[src/hdl/cpu_ctrl_pkg.sv]
package cpu_ctrl_pkg;

  localparam int word_w = 32;
  localparam int reg_addr_w = 5;
  localparam int op_w = 8;
  localparam int mode_w = 3;

  typedef enum logic [mode_w-1:0] {
    mode_reg = 3'h0,
    mode_regind = 3'h1,
    mode_imm = 3'h2,
    mode_dir = 3'h4
  } mode_t;

  // register and immediate mode opcodes
  typedef enum logic [op_w-1:0] {
    op_cmp = 8'h02,
    op_inc = 8'h03,
    op_dec = 8'h04,
    op_mov = 8'h07,
    op_com = 8'h08,
    op_neg = 8'h09,
    op_brn = 8'h0b, // last branch code
    op_ldiu = 8'h0d,
    op_extb = 8'h17,
    op_exth = 8'h18,
    op_nop = 8'h50
  } op_t;

  // register indirect opcodes, low nibble only
  typedef enum logic [3:0] {
    ind_st_word = 4'h0,
    ind_ld_word = 4'h1,
    ind_st_half = 4'h2,
    ind_ld_half = 4'h3,
    ind_st_byte = 4'h4,
    ind_ld_byte = 4'h5,
    ind_lda = 4'ha,
    ind_jmp = 4'hb
  } ind_op_t;

  typedef enum logic [4:0] {
    kind_nop, kind_cmp, kind_inc, kind_dec, kind_mov, kind_com, kind_neg,
    kind_extb, kind_exth, kind_alu3, kind_branch, kind_ldiu,
    kind_lda, kind_jmp, kind_load, kind_store,
    kind_illegal
  } insn_kind_t;

  typedef enum logic [1:0] {size_word, size_half, size_byte} access_size_t;

  typedef enum logic [3:0] {
    cond_always = 4'h0, cond_eq = 4'h1, cond_ne = 4'h2, cond_gtu = 4'h3,
    cond_gt = 4'h4, cond_ge = 4'h5, cond_le = 4'h6, cond_lt = 4'h7,
    cond_geu = 4'h8, cond_ltu = 4'h9, cond_leu = 4'ha, cond_never = 4'hb
  } cond_t;

  typedef enum logic [2:0] {
    alu_f0, alu_f1, alu_add, alu_sub, alu_f4, alu_f5, alu_f6, alu_f7
  } alu_func_t;

  typedef enum logic [2:0] {
    pc_hold = 3'h0, pc_incr = 3'h1, pc_from_mar = 3'h2,
    pc_rel_branch = 3'h3, pc_from_alu = 3'h4, pc_vector = 3'h5
  } pc_sel_t;

  typedef enum logic [3:0] {
    reg_alu = 4'h0, reg_mdr = 4'h1, reg_neg = 4'h2, reg_com = 4'h3,
    reg_mov = 4'h4, reg_imm16u = 4'h6, reg_extb = 4'h9, reg_exth = 4'ha
  } reg_sel_t;

  typedef enum logic [1:0] {alu2_reg = 2'h0, alu2_ind_offset = 2'h1, alu2_one = 2'h2} alu2_sel_t;
  typedef enum logic [1:0] {mar_hold = 2'h0, mar_bus = 2'h1, mar_alu = 2'h2} mar_sel_t;
  typedef enum logic [1:0] {mdr_hold = 2'h0, mdr_bus = 2'h1, mdr_reg_a = 2'h3} mdr_sel_t;

  typedef enum logic [1:0] {st_reset, st_fetch, st_execute, st_fault} state_t;
  typedef logic [2:0] step_t;

  typedef struct packed {
    logic carry;
    logic negative;
    logic overflow;
    logic zero;
  } ccr_t;

endpackage

[src/hdl/decode_if.sv]
interface decode_if import cpu_ctrl_pkg::*; ();

  insn_kind_t kind;
  logic [reg_addr_w-1:0] ra;
  logic [reg_addr_w-1:0] rb;
  logic [reg_addr_w-1:0] rc;
  alu_func_t alu_func; // raw op bits for the alu group
  access_size_t size;
  cond_t cond;

  modport decoder (
    output kind, ra, rb, rc, alu_func, size, cond
  );

  modport sequencer (
    input kind, ra, rb, rc, alu_func, size, cond
  );

endinterface

[src/hdl/branch_eval.sv]
module branch_eval import cpu_ctrl_pkg::*; (
  input cond_t cond,
  input ccr_t ccr,
  output logic take
);

  logic sign_lt; // signed less than after a compare

  assign sign_lt = ccr.negative ^ ccr.overflow;

  always_comb begin
    case (cond)
      cond_always: take = 1'b1;
      cond_eq: take = ccr.zero;
      cond_ne: take = !ccr.zero;
      cond_gtu: take = !(ccr.zero | ccr.carry);
      cond_gt: take = !(ccr.zero | sign_lt);
      cond_ge: take = !sign_lt;
      cond_le: take = ccr.zero | sign_lt;
      cond_lt: take = sign_lt;
      cond_geu: take = !ccr.carry;
      cond_ltu: take = ccr.carry;
      cond_leu: take = ccr.carry | ccr.zero;
      cond_never: take = 1'b0;
      default: take = 1'b0;
    endcase
  end

endmodule

[src/hdl/cpu_control.sv]
module cpu_control import cpu_ctrl_pkg::*; (
  input logic clock,
  input logic reset_n,
  input logic [word_w-1:0] ir,
  input ccr_t ccr,
  input logic bus_wait,
  input logic [1:0] bus_align,
  output logic ir_write,
  output logic ccr_write,
  output logic reg_write,
  output logic bus_read,
  output logic bus_write,
  output logic addr_sel,
  output logic halted,
  output alu_func_t alu_func,
  output alu2_sel_t alu2_sel,
  output reg_sel_t reg_sel,
  output mar_sel_t mar_sel,
  output mdr_sel_t mdr_sel,
  output pc_sel_t pc_sel,
  output logic [reg_addr_w-1:0] reg_read_addr1,
  output logic [reg_addr_w-1:0] reg_read_addr2,
  output logic [reg_addr_w-1:0] reg_write_addr,
  output logic [3:0] byteenable
);

  logic take;

  decode_if dec ();

  insn_decode u_decode (
    .ir(ir),
    .dec(dec.decoder)
  );

  branch_eval u_branch (
    .cond(dec.cond),
    .ccr(ccr),
    .take(take)
  );

  assign reg_write_addr = dec.ra; // every write targets ra

  step_sequencer u_seq (
    .clock(clock),
    .reset_n(reset_n),
    .dec(dec.sequencer),
    .take(take),
    .bus_wait(bus_wait),
    .bus_align(bus_align),
    .ir_write(ir_write),
    .ccr_write(ccr_write),
    .reg_write(reg_write),
    .bus_read(bus_read),
    .bus_write(bus_write),
    .addr_sel(addr_sel),
    .halted(halted),
    .alu_func(alu_func),
    .alu2_sel(alu2_sel),
    .reg_sel(reg_sel),
    .mar_sel(mar_sel),
    .mdr_sel(mdr_sel),
    .pc_sel(pc_sel),
    .reg_read_addr1(reg_read_addr1),
    .reg_read_addr2(reg_read_addr2),
    .byteenable(byteenable)
  );

endmodule

[src/hdl/insn_decode.sv]
module insn_decode import cpu_ctrl_pkg::*; (
  input logic [word_w-1:0] ir,
  decode_if.decoder dec
);

  logic [mode_w-1:0] mode;
  logic [op_w-1:0] op;
  logic [reg_addr_w-1:0] ra;
  logic [reg_addr_w-1:0] rb;
  logic [reg_addr_w-1:0] rc;

  // mode, op, ra, rb, rc packed from the top bit down
  assign {mode, op, ra, rb, rc} = ir[word_w-1 -: mode_w + op_w + 3 * reg_addr_w];

  assign dec.ra = ra;
  assign dec.rb = rb;
  assign dec.rc = rc;
  assign dec.alu_func = alu_func_t'(op[2:0]);
  assign dec.cond = cond_t'(op[3:0]);

  always_comb begin
    if (op[2])
      dec.size = size_byte;
    else if (op[1])
      dec.size = size_half;
    else
      dec.size = size_word;
  end

  always_comb begin
    dec.kind = kind_illegal;
    case (mode)
      mode_reg: begin
        if (op[7:4] == 4'h2) begin
          dec.kind = kind_alu3; // whole 0x2x row
        end else begin
          case (op)
            op_nop: dec.kind = kind_nop;
            op_cmp: dec.kind = kind_cmp;
            op_inc: dec.kind = kind_inc;
            op_dec: dec.kind = kind_dec;
            op_mov: dec.kind = kind_mov;
            op_com: dec.kind = kind_com;
            op_neg: dec.kind = kind_neg;
            op_extb: dec.kind = kind_extb;
            op_exth: dec.kind = kind_exth;
            default: dec.kind = kind_illegal;
          endcase
        end
      end
      mode_imm: begin
        if (op <= op_brn)
          dec.kind = kind_branch;
        else if (op == op_ldiu)
          dec.kind = kind_ldiu;
      end
      mode_regind: begin
        case (op[3:0]) // high nibble is don't care
          ind_st_word, ind_st_half, ind_st_byte: dec.kind = kind_store;
          ind_ld_word, ind_ld_half, ind_ld_byte: dec.kind = kind_load;
          ind_lda: dec.kind = kind_lda;
          ind_jmp: dec.kind = kind_jmp;
          default: dec.kind = kind_illegal;
        endcase
      end
      mode_dir: dec.kind = kind_illegal; // no argument fetch
      default: dec.kind = kind_illegal;
    endcase
  end

endmodule

[src/hdl/step_sequencer.sv]
module step_sequencer import cpu_ctrl_pkg::*; (
  input logic clock,
  input logic reset_n,
  decode_if.sequencer dec,
  input logic take,
  input logic bus_wait,
  input logic [1:0] bus_align,
  output logic ir_write,
  output logic ccr_write,
  output logic reg_write,
  output logic bus_read,
  output logic bus_write,
  output logic addr_sel,
  output logic halted,
  output alu_func_t alu_func,
  output alu2_sel_t alu2_sel,
  output reg_sel_t reg_sel,
  output mar_sel_t mar_sel,
  output mdr_sel_t mdr_sel,
  output pc_sel_t pc_sel,
  output logic [reg_addr_w-1:0] reg_read_addr1,
  output logic [reg_addr_w-1:0] reg_read_addr2,
  output logic [3:0] byteenable
);

  state_t state;
  state_t state_next;
  step_t step;
  step_t step_next;
  logic advance; // go to the next step
  logic done; // back to fetch
  logic [3:0] lane_en;

  always_ff @(posedge clock or negedge reset_n) begin
    if (!reset_n) begin
      state <= st_reset;
      step <= '0;
    end else begin
      state <= state_next;
      step <= step_next;
    end
  end

  always_comb begin
    case (dec.size)
      size_half: lane_en = bus_align[1] ? 4'b0011 : 4'b1100;
      size_byte: lane_en = 4'b1000 >> bus_align; // one lane per offset
      default: lane_en = 4'b1111;
    endcase
  end

  always_comb begin
    state_next = state;
    step_next = step;
    advance = 1'b0;
    done = 1'b0;
    ir_write = 1'b0;
    ccr_write = 1'b0;
    reg_write = 1'b0;
    bus_read = 1'b0;
    bus_write = 1'b0;
    addr_sel = 1'b0; // address from pc
    halted = 1'b0;
    alu_func = alu_add;
    alu2_sel = alu2_reg;
    reg_sel = reg_alu;
    mar_sel = mar_hold;
    mdr_sel = mdr_hold;
    pc_sel = pc_hold;
    reg_read_addr1 = dec.ra;
    reg_read_addr2 = dec.rb;
    byteenable = 4'b1111;

    case (state)
      st_reset, st_fetch: begin
        case (step)
          3'd0: begin
            if (state == st_reset)
              pc_sel = pc_vector;
            bus_read = 1'b1;
            advance = !bus_wait; // hold request through wait states
          end
          3'd1: begin
            bus_read = 1'b1;
            if (state == st_reset)
              mar_sel = mar_bus; // vector address
            else
              ir_write = 1'b1;
            advance = 1'b1;
          end
          3'd2: begin
            if (state == st_reset) begin
              pc_sel = pc_from_mar;
              done = 1'b1;
            end else begin
              pc_sel = pc_incr;
              state_next = st_execute;
              step_next = '0;
            end
          end
          default: state_next = st_fault;
        endcase
      end
      st_execute: begin
        case (dec.kind)
          kind_nop: done = 1'b1;
          kind_cmp: begin
            alu_func = alu_sub;
            ccr_write = 1'b1;
            done = 1'b1;
          end
          kind_mov, kind_com, kind_neg, kind_extb, kind_exth, kind_ldiu: begin
            case (dec.kind)
              kind_mov: reg_sel = reg_mov;
              kind_com: reg_sel = reg_com;
              kind_neg: reg_sel = reg_neg;
              kind_extb: reg_sel = reg_extb;
              kind_exth: reg_sel = reg_exth;
              default: reg_sel = reg_imm16u;
            endcase
            reg_write = 1'b1;
            done = 1'b1;
          end
          kind_branch: begin
            if (take)
              pc_sel = pc_rel_branch;
            done = 1'b1;
          end
          kind_inc, kind_dec, kind_alu3, kind_lda, kind_jmp: begin
            case (dec.kind)
              kind_inc: alu2_sel = alu2_one;
              kind_dec: begin
                alu2_sel = alu2_one;
                alu_func = alu_sub;
              end
              kind_alu3: begin
                alu_func = dec.alu_func;
                reg_read_addr1 = dec.rb;
                reg_read_addr2 = dec.rc;
              end
              default: begin
                reg_read_addr1 = dec.rb; // base plus offset
                alu2_sel = alu2_ind_offset;
              end
            endcase
            if (step == 3'd0) begin
              advance = 1'b1;
            end else begin
              if (dec.kind == kind_jmp)
                pc_sel = pc_from_alu;
              else
                reg_write = 1'b1;
              done = 1'b1;
            end
          end
          kind_load, kind_store: begin
            addr_sel = 1'b1; // address from mar
            case (step)
              3'd0: begin
                reg_read_addr1 = dec.rb;
                alu2_sel = alu2_ind_offset;
                advance = 1'b1;
              end
              3'd1: begin
                mar_sel = mar_alu;
                advance = 1'b1;
              end
              3'd2: begin
                byteenable = lane_en;
                if (dec.kind == kind_load) begin
                  bus_read = 1'b1;
                  mdr_sel = mdr_bus;
                end else begin
                  bus_write = 1'b1;
                  mdr_sel = mdr_reg_a;
                end
                advance = !bus_wait;
              end
              default: begin
                if (dec.kind == kind_load) begin
                  reg_sel = reg_mdr;
                  reg_write = 1'b1;
                end
                done = 1'b1;
              end
            endcase
          end
          default: begin
            state_next = st_fault; // undefined encoding
            step_next = '0;
          end
        endcase
      end
      st_fault: halted = 1'b1; // stuck until reset
      default: state_next = st_fault;
    endcase

    if (done) begin
      state_next = st_fetch;
      step_next = '0;
    end else if (advance) begin
      step_next = step + 3'd1;
    end
  end

endmodule

[config.mk]
export PLATFORM = sky130hd
export DESIGN_NAME = cpu_control
export DESIGN_NICKNAME = d
export VERILOG_FILES = /design/src/hdl/cpu_ctrl_pkg.sv /design/src/hdl/decode_if.sv /design/src/hdl/branch_eval.sv /design/src/hdl/cpu_control.sv /design/src/hdl/insn_decode.sv /design/src/hdl/step_sequencer.sv
export SDC_FILE = /design/constraint.sdc
export NUM_CORES = 1
export LEC_CHECK = 0
export ABC_AREA = 1
export BUFFER_PORTS_ARGS = -buffer_cell sky130_fd_sc_hd__buf_2
export CORE_ASPECT_RATIO = 0.9
export CORE_MARGIN = 2
export CORE_UTILIZATION = 30
export CTS_BUF_LIST = sky130_fd_sc_hd__clkbuf_4
export CTS_CLUSTER_SIZE = 40
export DETAILED_ROUTE_END_ITERATION = 8
export PLACE_DENSITY = 0.57
export REMOVE_ABC_BUFFERS = 1
export SLEW_MARGIN = 20
export SYNTH_ARGS = -nofsm -noshare
export SYNTH_HDL_FRONTEND = slang
export SYNTH_SLANG_ARGS = --single-unit
[constraint.sdc]
create_clock -name clock -period 4.4 [get_ports clock]
set_input_delay 0.44 -clock clock [delete_from_list [all_inputs] [get_ports clock]]
set_output_delay 0.44 -clock clock [all_outputs]
set_load 0.01 [all_outputs]
==> impl_metrics.csv, run 1 <==
group,metric,value,unit
setup_path,critical_path_depth,9,
die,initial_utilization,31.0,%
timing,fmax,325,MHz
drt,drc,0,
synth,synth_top_area_share,22.9,%
synth,synthMuxAreaShare,0,%
flow_run,drv_cap,0,
global_routing,overflow,0,
synth,synthAdderAreaFrac,3.09,%
drt,highest_layer,"met3",
die,ios,83,
timing,setup-violations-final,0,
die,fp-row-count,25,
clocking,clk_path_buf_depth,2,
synth,synth_xor_area_share,1.08,%
drt,viasPerCell,4.83,
die,fp.dieArea,6010,sq um
die,fp.dieH,73.7,um
final_layout,layout.nets,439,
timing,final.setup_skew,0.00133,ns
synth,syn_inst,320,
timing,tns,0,ns
drt,drt_iter0_drc,195,
final_layout,seq_area,125,sq um
global_routing,groute.usage.overall,18.2,%
die,core-area,5220,sq um
setup_path,cp.required,3.96,ns
global_routing,antenna_found_initial,0,
clocking,cts_tree,"yes",
power_and_ir_drop,vdd_ir_drop_max,0.179,mV
setup_path,r2r_cells,13,
synth,synth_area_leaders,"nand2_1 23%, nor2_1 13%, inv_1 8.8%",
clocking,post_cts_resized,0,
synth,yosysUniqueCellTypes,34,
synth,synth_compound_area_share,21.1,%
placement,hpwl,4.51,mm
power_and_ir_drop,power.leakage,0.00121,uW
final_layout,drive_gt1_share,27.5,%
timing,hold_viol,0,
setup_path,worstPathArrival,2.64,ns
drt,num_vias,2224,
timing,rsz0062_at_grt,"no",
final_layout,antennaDiodeCount,0,
final_layout,multi_input_area,1260,sq um
final_layout,final.fill_count,578,
clocking,cts_setup_buffers,0,
drt,wl_per_cell,11.7,um
placement,port_buffers,76,
die,die_width,81.5,um
drt,ant_nets,0,
clocking,clock_latency,0.23,ns
timing,slew_headroom,62.7,%
drt,wl_met2,2.48,mm
drt,wl_met1,2.65,mm
global_routing,grt_pass1_wl,8.87,mm
clocking,numCtsBuffers,3,
setup_path,critPathMaxFanout,10,
drt,drt-pass1-iter-count,4,
drt,finalWirelength,5.38,mm
setup_path,cpLargestDelayFamily,"simple AND/OR/NAND/NOR gates",
clocking,cts_sinks,5,
drt,dr_wl_met3,251,um
setup_path,crit_type,"flop to output port",
timing,worst_slew_pin_slew,0.557,ns
setup_path,path_cells,"inv_1 -> nor2_1 -> inv_2 -> nor2_1 -> inv_1 -> nor2_1 -> nand2_1 -> nand2_1 -> buf_2",
setup_path,start_kind,"flop",
min_path,holdCritPathClass,"flop to flop",
status,status,"complete, no violations",
placement,gp_congestion,0.875,
timing,fin_crit,3.08,ns
synth,synth_top_family_by_area,"simple AND/OR/NAND/NOR gates",
timing,maxSlewViolCount,0,
synth,synth_warnings,0,
synth,yosysTopAreaCell,"nand2_1",
global_routing,grt_start_max_net_pins,11,
synth,synth_simple_gate_area_share,52.4,%
setup_path,crit_top_cell,"nor2_1",
setup_path,crit_path_top_delay_cell,"nor2_1",
timing,period_share,70.0,%
min_path,holdPathStages,2,
setup_path,crit_path_end_kind,"output port",
synth,synth_area,1620,sq um
clocking,clockRootBuffer,"clkbuf_4",
setup_path,slowest_delay,0.44,ns
final_layout,area_growth,27.3,%
synth,yosysSeqAreaShare,7.72,%
global_routing,grt_pass1_vias,2005,
synth,synth_seq_cells,5,
setup_path,critPathBufInv,4,
synth,synth.avg_cell_area,5.07,sq um
clocking,cts-htree-levels,1,
power_and_ir_drop,p_per_area,190,nW/um^2
clocking,clkTransAtPathRegs,0.04,ns
placement,place_ws,1.35,ns
timing,setup_ws,1.32,ns
## final cells by class
| cell class | instances | share of cell area (%) |
|---|---|---|
| repair buffers | 77 | 18.9 |
| inverters | 47 | 8.55 |
| flip-flops and latches | 5 | 6.06 |
| multi-input cells | 260 | 61.0 |
| well taps | 67 | 4.06 |
| clock buffers | 4 | 1.45 |
## cells by family after synthesis
logic type	after synthesis
simple gates	199
compound gates	55
buf+inv	55
flops	5
fa+ha+maj	4
xor+xnor	2
## registers in the layout, indices dropped and copies added, names as in the netlist
signal       cells
u_seq.step       3
u_seq.state      2
## layer usage
| layer | global-route usage, % | up-vias |
|---|---|---|
| met5 | 0 | - |
| met4 | 2.64 | 0 |
| met3 | 1.23 | 0 |
| met2 | 29.6 | 63 |
| met1 | 26.6 | 986 |
| li1 | - | 1175 |
## synth_stat cells
cell	n
a2111o_1	1
a21oi_1	10
a21oi_2	3
a221oi_1	3
a22oi_1	1
a31oi_1	3
buf_2	1
buf_4	6
buf_6	1
clkinv_1	1
dfrtp_1	5
ha_1	4
inv_1	38
inv_2	8
nand2_1	99
nand2_2	3
nand2_4	1
nand3_1	19
nand3_2	2
nand3_4	1
nand3b_1	1
nand4_1	3
nor2_1	58
nor2_2	9
nor3_1	3
o211ai_1	2
o211ai_2	1
o21ai_0	18
o21ai_1	6
o22ai_1	2
o311ai_1	3
o31ai_1	2
xnor2_1	1
xor2_1	1
## power by group
group	internal (uW)	switching [uW]	leakage [uW]	total [uW]
clock network	40.3	17.1	0.0000184	57.5
registers	58.0	15.2	0.0000596	73.2
logic	82.6	179	0.00113	262
total	181	212	0.00121	393
## per-stage QoR
stage                     instance area, sq um  cells  hold WS (ns)  util (%)  total power (uW)
after floorplan                           1560    312         0.144         -               245
after global placement                    2020    455         0.257      38.8               331
after detailed placement                  2020    455         0.259      38.8               332
after CTS                                 2050    459       0.00198      39.3               393
after global routing                      2060    460         0.526      39.5               445
final                                     2060    460         0.543      39.5               393
## timing repair
| action | 4_1_cts | 5_1_grt |
|---|---|---|
| endpoints found under the hold margin | 0 | 5 |
| hold buffers | 0 | 1 |
| endpoints found under the setup margin | 0 | 0 |
## worst register-to-register path: stages, from the launching register on
cell and delay (ns):
dfrtp_1 0.43, inv_1 0.12, ha_1 0.20, nand2_1 0.23, clkinv_1 0.32, nor2_1 0.23, o21ai_0 0.11, nand2_1 0.07
nand2_1 0.07, a21oi_2 0.16, nand4_1 0.12, nand2_1 0.12, nand2_1 0.06, nand2_1 0.06
## worst paths after layout
check	startpoint	to	slack [ns]
max in group asynchronous	reset_n	u_seq.state[0]$_DFFE_PN0P_	3.73
min in group asynchronous	reset_n	u_seq.step[1]$_DFFE_PN0P_	0.55
hold reg to reg	u_seq.step[1]$_DFFE_PN0P_	u_seq.step[1]$_DFFE_PN0P_	0.54
hold / removal	u_seq.step[1]$_DFFE_PN0P_	u_seq.step[1]$_DFFE_PN0P_	0.54
setup / recovery	u_seq.state[1]$_DFFE_PN0P_	bus_read	1.32
setup reg to reg	u_seq.step[0]$_DFFE_PN0P_	u_seq.step[0]$_DFFE_PN0P_	2.05
## layout by cell type, fill, tap and decap left out, types with 4 or more instances in the layout
cell / synthesis / final
inv_2: 8 / 8
nand3_1: 19 / 19
inv_1: 38 / 38
a21oi_1: 10 / 10
nor2_1: 58 / 58
nand2_1: 99 / 99
dfrtp_1: 5 / 5
ha_1: 4 / 4
clkbuf_4: 0 / 4
buf_2: 1 / 76
nor2_2: 9 / 9
o21ai_1: 6 / 6
o21ai_0: 18 / 18
Note: power is estimated with default switching activity, not from simulation.
==> run 2: changes to the inputs <==
--- a/config.mk
+++ b/config.mk
@@ -5,7 +5,7 @@
 export SDC_FILE = /design/constraint.sdc
 export NUM_CORES = 1
 export LEC_CHECK = 0
-export ABC_AREA = 1
+export ABC_AREA = 0
 export BUFFER_PORTS_ARGS = -buffer_cell sky130_fd_sc_hd__buf_2
 export CORE_ASPECT_RATIO = 0.9
 export CORE_MARGIN = 2
@@ -13,7 +13,7 @@
 export CTS_BUF_LIST = sky130_fd_sc_hd__clkbuf_4
 export CTS_CLUSTER_SIZE = 40
 export DETAILED_ROUTE_END_ITERATION = 8
-export PLACE_DENSITY = 0.57
+export PLACE_DENSITY = 0.58
 export REMOVE_ABC_BUFFERS = 1
 export SLEW_MARGIN = 20
 export SYNTH_ARGS = -nofsm -noshare
==> constraint.sdc (replaced) <==
create_clock -name clock -period 2.7 [get_ports clock]
set_input_delay 0.27 -clock clock [delete_from_list [all_inputs] [get_ports clock]]
set_output_delay 0.27 -clock clock [all_outputs]
set_load 0.01 [all_outputs]
==> impl_metrics.csv, run 2 <==
group,metric,value,unit
synth,syn_inst,241,
timing,slew_headroom,70.1,%
timing,tns,0,ns
die,ios,83,
synth,synth_warnings,0,
synth,yosysUniqueCellTypes,68,
power_and_ir_drop,p_total,678,uW
synth,synth_top_area_share,7.36,%
drt,viasPerCell,5.67,
die,fp-row-count,25,
clocking,cts_sinks,5,
timing,hold_viol,0,
placement,port_buffers,76,
synth,synth_seq_cells,5,
power_and_ir_drop,clkPwrFrac,14.9,%
power_and_ir_drop,p_per_area,234,nW/um^2
power_and_ir_drop,p_switching,304,uW
drt,ant_nets,0,
die,fp.dieH,75.4,um
die,core-area,5350,sq um
drt,wl_per_cell,15.3,um
timing,fmax,379,MHz
drt,drt-pass1-iter-count,5,
flow_run,drv_cap,0,
synth,synth-edff-count,0,
final_layout,layout_common_cells,"63 x buf_2, 63 x buf_4, 23 x nor2_1",
timing,period_share,97.8,%
final_layout,drive_gt1_share,51.8,%
global_routing,grt_pass1_wl,10.4,mm
final_layout,largest_reg_flops,3,
placement,place_ws,-0.122,ns
final_layout,area_growth,70.4,%
final_layout,largestRegisters,"u_seq.step: 3 flops, u_seq.state: 2 flops",
global_routing,grt_start_max_net_pins,15,
power_and_ir_drop,power.leakage,0.00137,uW
timing,whs,0.368,ns
timing,final.setup_skew,0.00126,ns
setup_path,r2r_start,"u_seq.step[0]$_DFFE_PN0P_",
global_routing,groute.usage.overall,19.7,%
synth,yosysMostFrequentCell,"nor2_1",
timing,rsz0062_at_grt,"yes",
synth,yosysSeqAreaShare,7.36,%
final_layout,layout.nets,417,
power_and_ir_drop,swShare,44.8,%
power_and_ir_drop,power_frac_seq,16.4,%
synth,synthFlopType,"dfrtp_1",
setup_path,start_kind,"primary input",
final_layout,design_area,2900,sq um
placement,placed_area,2440,sq um
timing,fin_crit,2.64,ns
global_routing,grt_pass1_vias,2237,
timing,setup_ws,0.0582,ns
power_and_ir_drop,comb_power_share,68.7,%
timing,maxSlewViolCount,0,
clocking,clk_path_buf_depth,2,
setup_path,critPathMaxFanout,4,
drt,drt_iter0_drc,164,
setup_path,crit_path_end_kind,"output port",
final_layout,largest_register,"u_seq.step",
setup_path,worstPathArrival,2.37,ns
drt,drc,0,
drt,num_vias,2483,
min_path,holdCritPathClass,"primary input to asynchronous set/reset pin",
die,fp.dieArea,6280,sq um
die,die_width,83.3,um
final_layout,antennaDiodeCount,0,
setup_path,cp.required,2.43,ns
synth,synth_area,1700,sq um
global_routing,overflow,0,
synth,synth.avg_cell_area,7.05,sq um
synth,synth_common_cells,"25 x nor2_1, 18 x nand2_1, 16 x a21oi_1",
setup_path,crit_type,"primary input to output port",
setup_path,startpoint,"ir[26]",
global_routing,antenna_found_initial,0,
placement,gp_congestion,0.932,
placement,hpwl,4.97,mm
clocking,numCtsBuffers,3,
status,status,"complete, no violations",
synth,yosysTopAreaCell,"dfrtp_1",
clocking,clockRootBuffer,"clkbuf_4",
timing,worst_slew_pin_slew,0.444,ns
timing,setup-violations-final,0,
clocking,cts-htree-levels,1,
power_and_ir_drop,internal_power,374,uW
drt,finalWirelength,6.71,mm
die,initial_utilization,31.8,%
clocking,clkTransAtPathRegs,0.05,ns
clocking,cts_tree,"yes",
power_and_ir_drop,vdd_ir_drop_max,0.157,mV
synth,synthArstFlopShare,100,%
synth,synth_area_leaders,"dfrtp_1 7.4%, nor2_1 5.5%, a21oi_1 4.7%",
clocking,clock_latency,0.25,ns
run 2: cell count changes in the layout (fill, tap and decap cells not counted), moves of 11 or more:
cell     change
buf_4       +63
nand3_1     -11
buf_2       -13
nand2_1     -82
inv_1       -23
buf_6       +16
nor2_1      -35
run 2: cells by family (layout without fill, tap and decap cells):
family,after synthesis,after routing,synth area share [%]
xor+xnor,3,3,1.55
fa+ha+maj,4,4,2.95
buf+inv,35,165,10.0
mux,14,14,9.35
compound gates,75,75,33.5
flops,5,5,7.36
simple gates,105,105,35.3
run 2: layer usage:
metal / global-route usage, % / share of wire [%]
met2: 33.9 / 46
met4: 3.28 / 1.0
met3: 2.28 / 8.4
met5: 0 / 0
met1: 27.4 / 44
run 2: through the flow:
step           utilization (%)  cells
3_5_place_dp              45.6    414
2_1_floorplan                -    221
6_report                  54.1    438
4_1_cts                   50.2    431
5_1_grt                   54.1    438
3_3_place_gp              45.6    414
run 2: power by group through the flow:
stage	clock [uW]	sequential, uW	combinational, uW
final	101	111	466
after detailed placement	0	111	410
after global placement	0	111	407
after global routing	108	113	505
after CTS	105	110	434
after floorplan	0	105	227
run 2: what timing repair did:
action	CTS	global route
endpoints found under the setup margin	5	8
setup buffers	13	7
pin swaps	11	10
endpoints found under the hold margin	5	0
hold buffers	1	0
resized for setup	25	35
run 2: final cells by class:
| type | instances | area [sq um] |
|---|---|---|
| Timing Repair Buffer | 146 | 1030 |
| Sequential cell | 5 | 125 |
| Inverter | 15 | 56.3 |
| Clock buffer | 4 | 30.0 |
| Fill cell | 492 | 2450 |
| Tap cell | 67 | 83.8 |
| Multi-Input combinational cell | 201 | 1570 |
run 2: path summary, 6_finish.rpt:
check,to,slack [ns],cells after the start
worst max-delay path,reg_read_addr1[0],0.06,11
worst min-delay path,u_seq.state[0]$_DFFE_PN0P_,0.37,2
worst max register to register,u_seq.step[0]$_DFFE_PN0P_,0.38,8
worst min register to register,u_seq.step[1]$_DFFE_PN0P_,0.59,1
max in group asynchronous,u_seq.step[0]$_DFFE_PN0P_,2.20,2
min in group clock,u_seq.state[0]$_DFFE_PN0P_,0.53,5
run 2: critical path, stage by stage:
cell and delay, ns:
buf_6 0.11, nor3_4 0.28, buf_6 0.16, and3_4 0.22, a21oi_4 0.08, a2111o_1 0.50, nor2_4 0.14, a221oi_4 0.05
buf_6 0.15, mux2_4 0.30, buf_6 0.12
==> run 3: changes to the inputs <==
--- a/config.mk
+++ b/config.mk
@@ -7,7 +7,7 @@
 export LEC_CHECK = 0
 export ABC_AREA = 0
 export BUFFER_PORTS_ARGS = -buffer_cell sky130_fd_sc_hd__buf_2
-export CORE_ASPECT_RATIO = 0.9
+export CORE_ASPECT_RATIO = 0.75
 export CORE_MARGIN = 2
 export CORE_UTILIZATION = 30
 export CTS_BUF_LIST = sky130_fd_sc_hd__clkbuf_4
==> impl_metrics.csv, run 3 (same netlist as run 2, synthesis figures left out) <==
group,metric,value,unit
flow_run,drv_cap,0,
timing,tns,-0.0452,ns
final_layout,drive_gt1_share,46.9,%
setup_path,crit_type,"primary input to output port",
setup_path,critPathMaxFanout,5,
drt,finalWirelength,6.09,mm
timing,worst_slew_pin_slew,0.459,ns
clocking,numCtsBuffers,3,
die,core-area,5410,sq um
clocking,cts_sinks,5,
die,fp.dieH,69.2,um
global_routing,overflow,0,
final_layout,fin_util,48.4,%
drt,num_vias,2316,
drt,drt-pass1-iter-count,5,
die,ios,83,
timing,maxSlewViolCount,0,
timing,period_share,101,%
final_layout,layout.nets,402,
global_routing,grt_pass1_wl,9.89,mm
placement,hpwl,4.96,mm
setup_path,crit_path_end_kind,"output port",
timing,final.setup_skew,0.000496,ns
final_layout,largestRegisters,"u_seq.step: 3 flops, u_seq.state: 2 flops",
setup_path,start_kind,"primary input",
placement,placed_area,2420,sq um
timing,fmax,368,MHz
drt,ant_nets,0,
die,initial_utilization,31.4,%
clocking,cts-htree-levels,1,
die,fp.dieArea,6290,sq um
global_routing,grt_start_max_net_pins,15,
placement,port_buffers,76,
power_and_ir_drop,p_per_area,241,nW/um^2
clocking,cts_tree,"yes",
timing,setup_ws,-0.0182,ns
drt,wl_per_cell,14.1,um
clocking,clkTransAtPathRegs,0.04,ns
power_and_ir_drop,vdd_ir_drop_max,0.130,mV
min_path,holdCritPathClass,"primary input to asynchronous set/reset pin",
status,violations,"setup timing",
drt,drc,0,
final_layout,design_area,2620,sq um
status,status,"finished with violations",
placement,gp_congestion,0.930,
timing,whs,0.383,ns
die,fp-row-count,23,
timing,rsz0062_at_grt,"yes",
power_and_ir_drop,power.leakage,0.00124,uW
global_routing,antenna_found_initial,0,
final_layout,area_growth,54.1,%
final_layout,largest_reg_flops,3,
drt,viasPerCell,5.37,
setup_path,reg2reg_slack,0.37,ns
global_routing,groute.usage.overall,18.5,%
timing,hold_viol,0,
global_routing,grt_pass1_vias,2126,
clocking,clk_path_buf_depth,2,
setup_path,worstPathArrival,2.45,ns
final_layout,largest_register,"u_seq.step",
timing,fin_crit,2.72,ns
clocking,clockRootBuffer,"clkbuf_4",
setup_path,cp.required,2.43,ns
final_layout,layout_common_cells,"74 x buf_2, 52 x buf_4, 23 x nor2_1",
timing,setup-violations-final,3,
drt,drt_iter0_drc,194,
timing,slew_headroom,69.1,%
die,die_width,90.9,um
clocking,clock_latency,0.23,ns
final_layout,antennaDiodeCount,0,
final_layout,final_common_cell,"buf_2",
==> run 3: layer usage <==
metal  vias up  global-route usage [%]  routed length [um]
li1       1137                       -                   -
met1      1059                    28.2                2980
met2       120                    28.2                2600
met3         0                    2.39                 506
met4         0                    2.53                   0
met5         -                       0                   0
==> run 3: area by class of cell <==
class	count	area, sq um
Clock buffer	4	30.0
Sequential cell	5	125
Inverter	15	56.3
Tap cell	75	93.8
Fill cell	556	2790
Multi-Input combinational cell	201	1500
Timing Repair Buffer	131	817
==> run 3: metrics by stage <==
stage	cells	worst slack [ns]	total power, uW
floorplan	221	0.158	332
global placement	419	-0.120	513
CTS	424	-0.000878	612
finish	431	-0.0182	632
detailed placement	419	-0.0752	512
global route	431	-0.138	686
==> run 3: critical path, cell delays in order <==
cell	delay (ns)
buf_2	0.14
buf_4	0.14
nor3_4	0.23
buf_6	0.15
a41oi_2	0.16
o2bb2ai_4	0.21
a2111o_1	0.24
nor2_4	0.07
a221oi_4	0.34
mux2_1	0.36
buf_2	0.14
==> run 3: final timing paths <==
kind,start,end,depth (start not counted)
worst max-delay path,ir[26],reg_read_addr1[2],11
worst min-delay path,reset_n,u_seq.state[1]$_DFFE_PN0P_,2
worst max register to register,u_seq.step[0]$_DFFE_PN0P_,u_seq.step[0]$_DFFE_PN0P_,8
worst min register to register,u_seq.step[1]$_DFFE_PN0P_,u_seq.step[1]$_DFFE_PN0P_,1
max in group asynchronous,reset_n,u_seq.step[1]$_DFFE_PN0P_,2
min in group clock,ir[31],u_seq.state[0]$_DFFE_PN0P_,5
==> run 3: repair_timing <==
item                       in CTS  in global routing
cloned                          0                  0
resized for setup               7                 13
pin swaps                       3                 12
setup endpoints to repair       6                  7
setup buffers                   0                  8
hold buffers                    1                  0
hold endpoints to repair        5                  0
==> run 3: where the power goes <==
| part | switching (uW) | internal, uW | leakage, uW |
|---|---|---|---|
| Clock | 27.3 | 65.7 | 0.0000184 |
| Combinational | 233 | 195 | 0.00116 |
| Sequential | 22.6 | 89.0 | 0.0000568 |
| Total | 283 | 350 | 0.00124 |
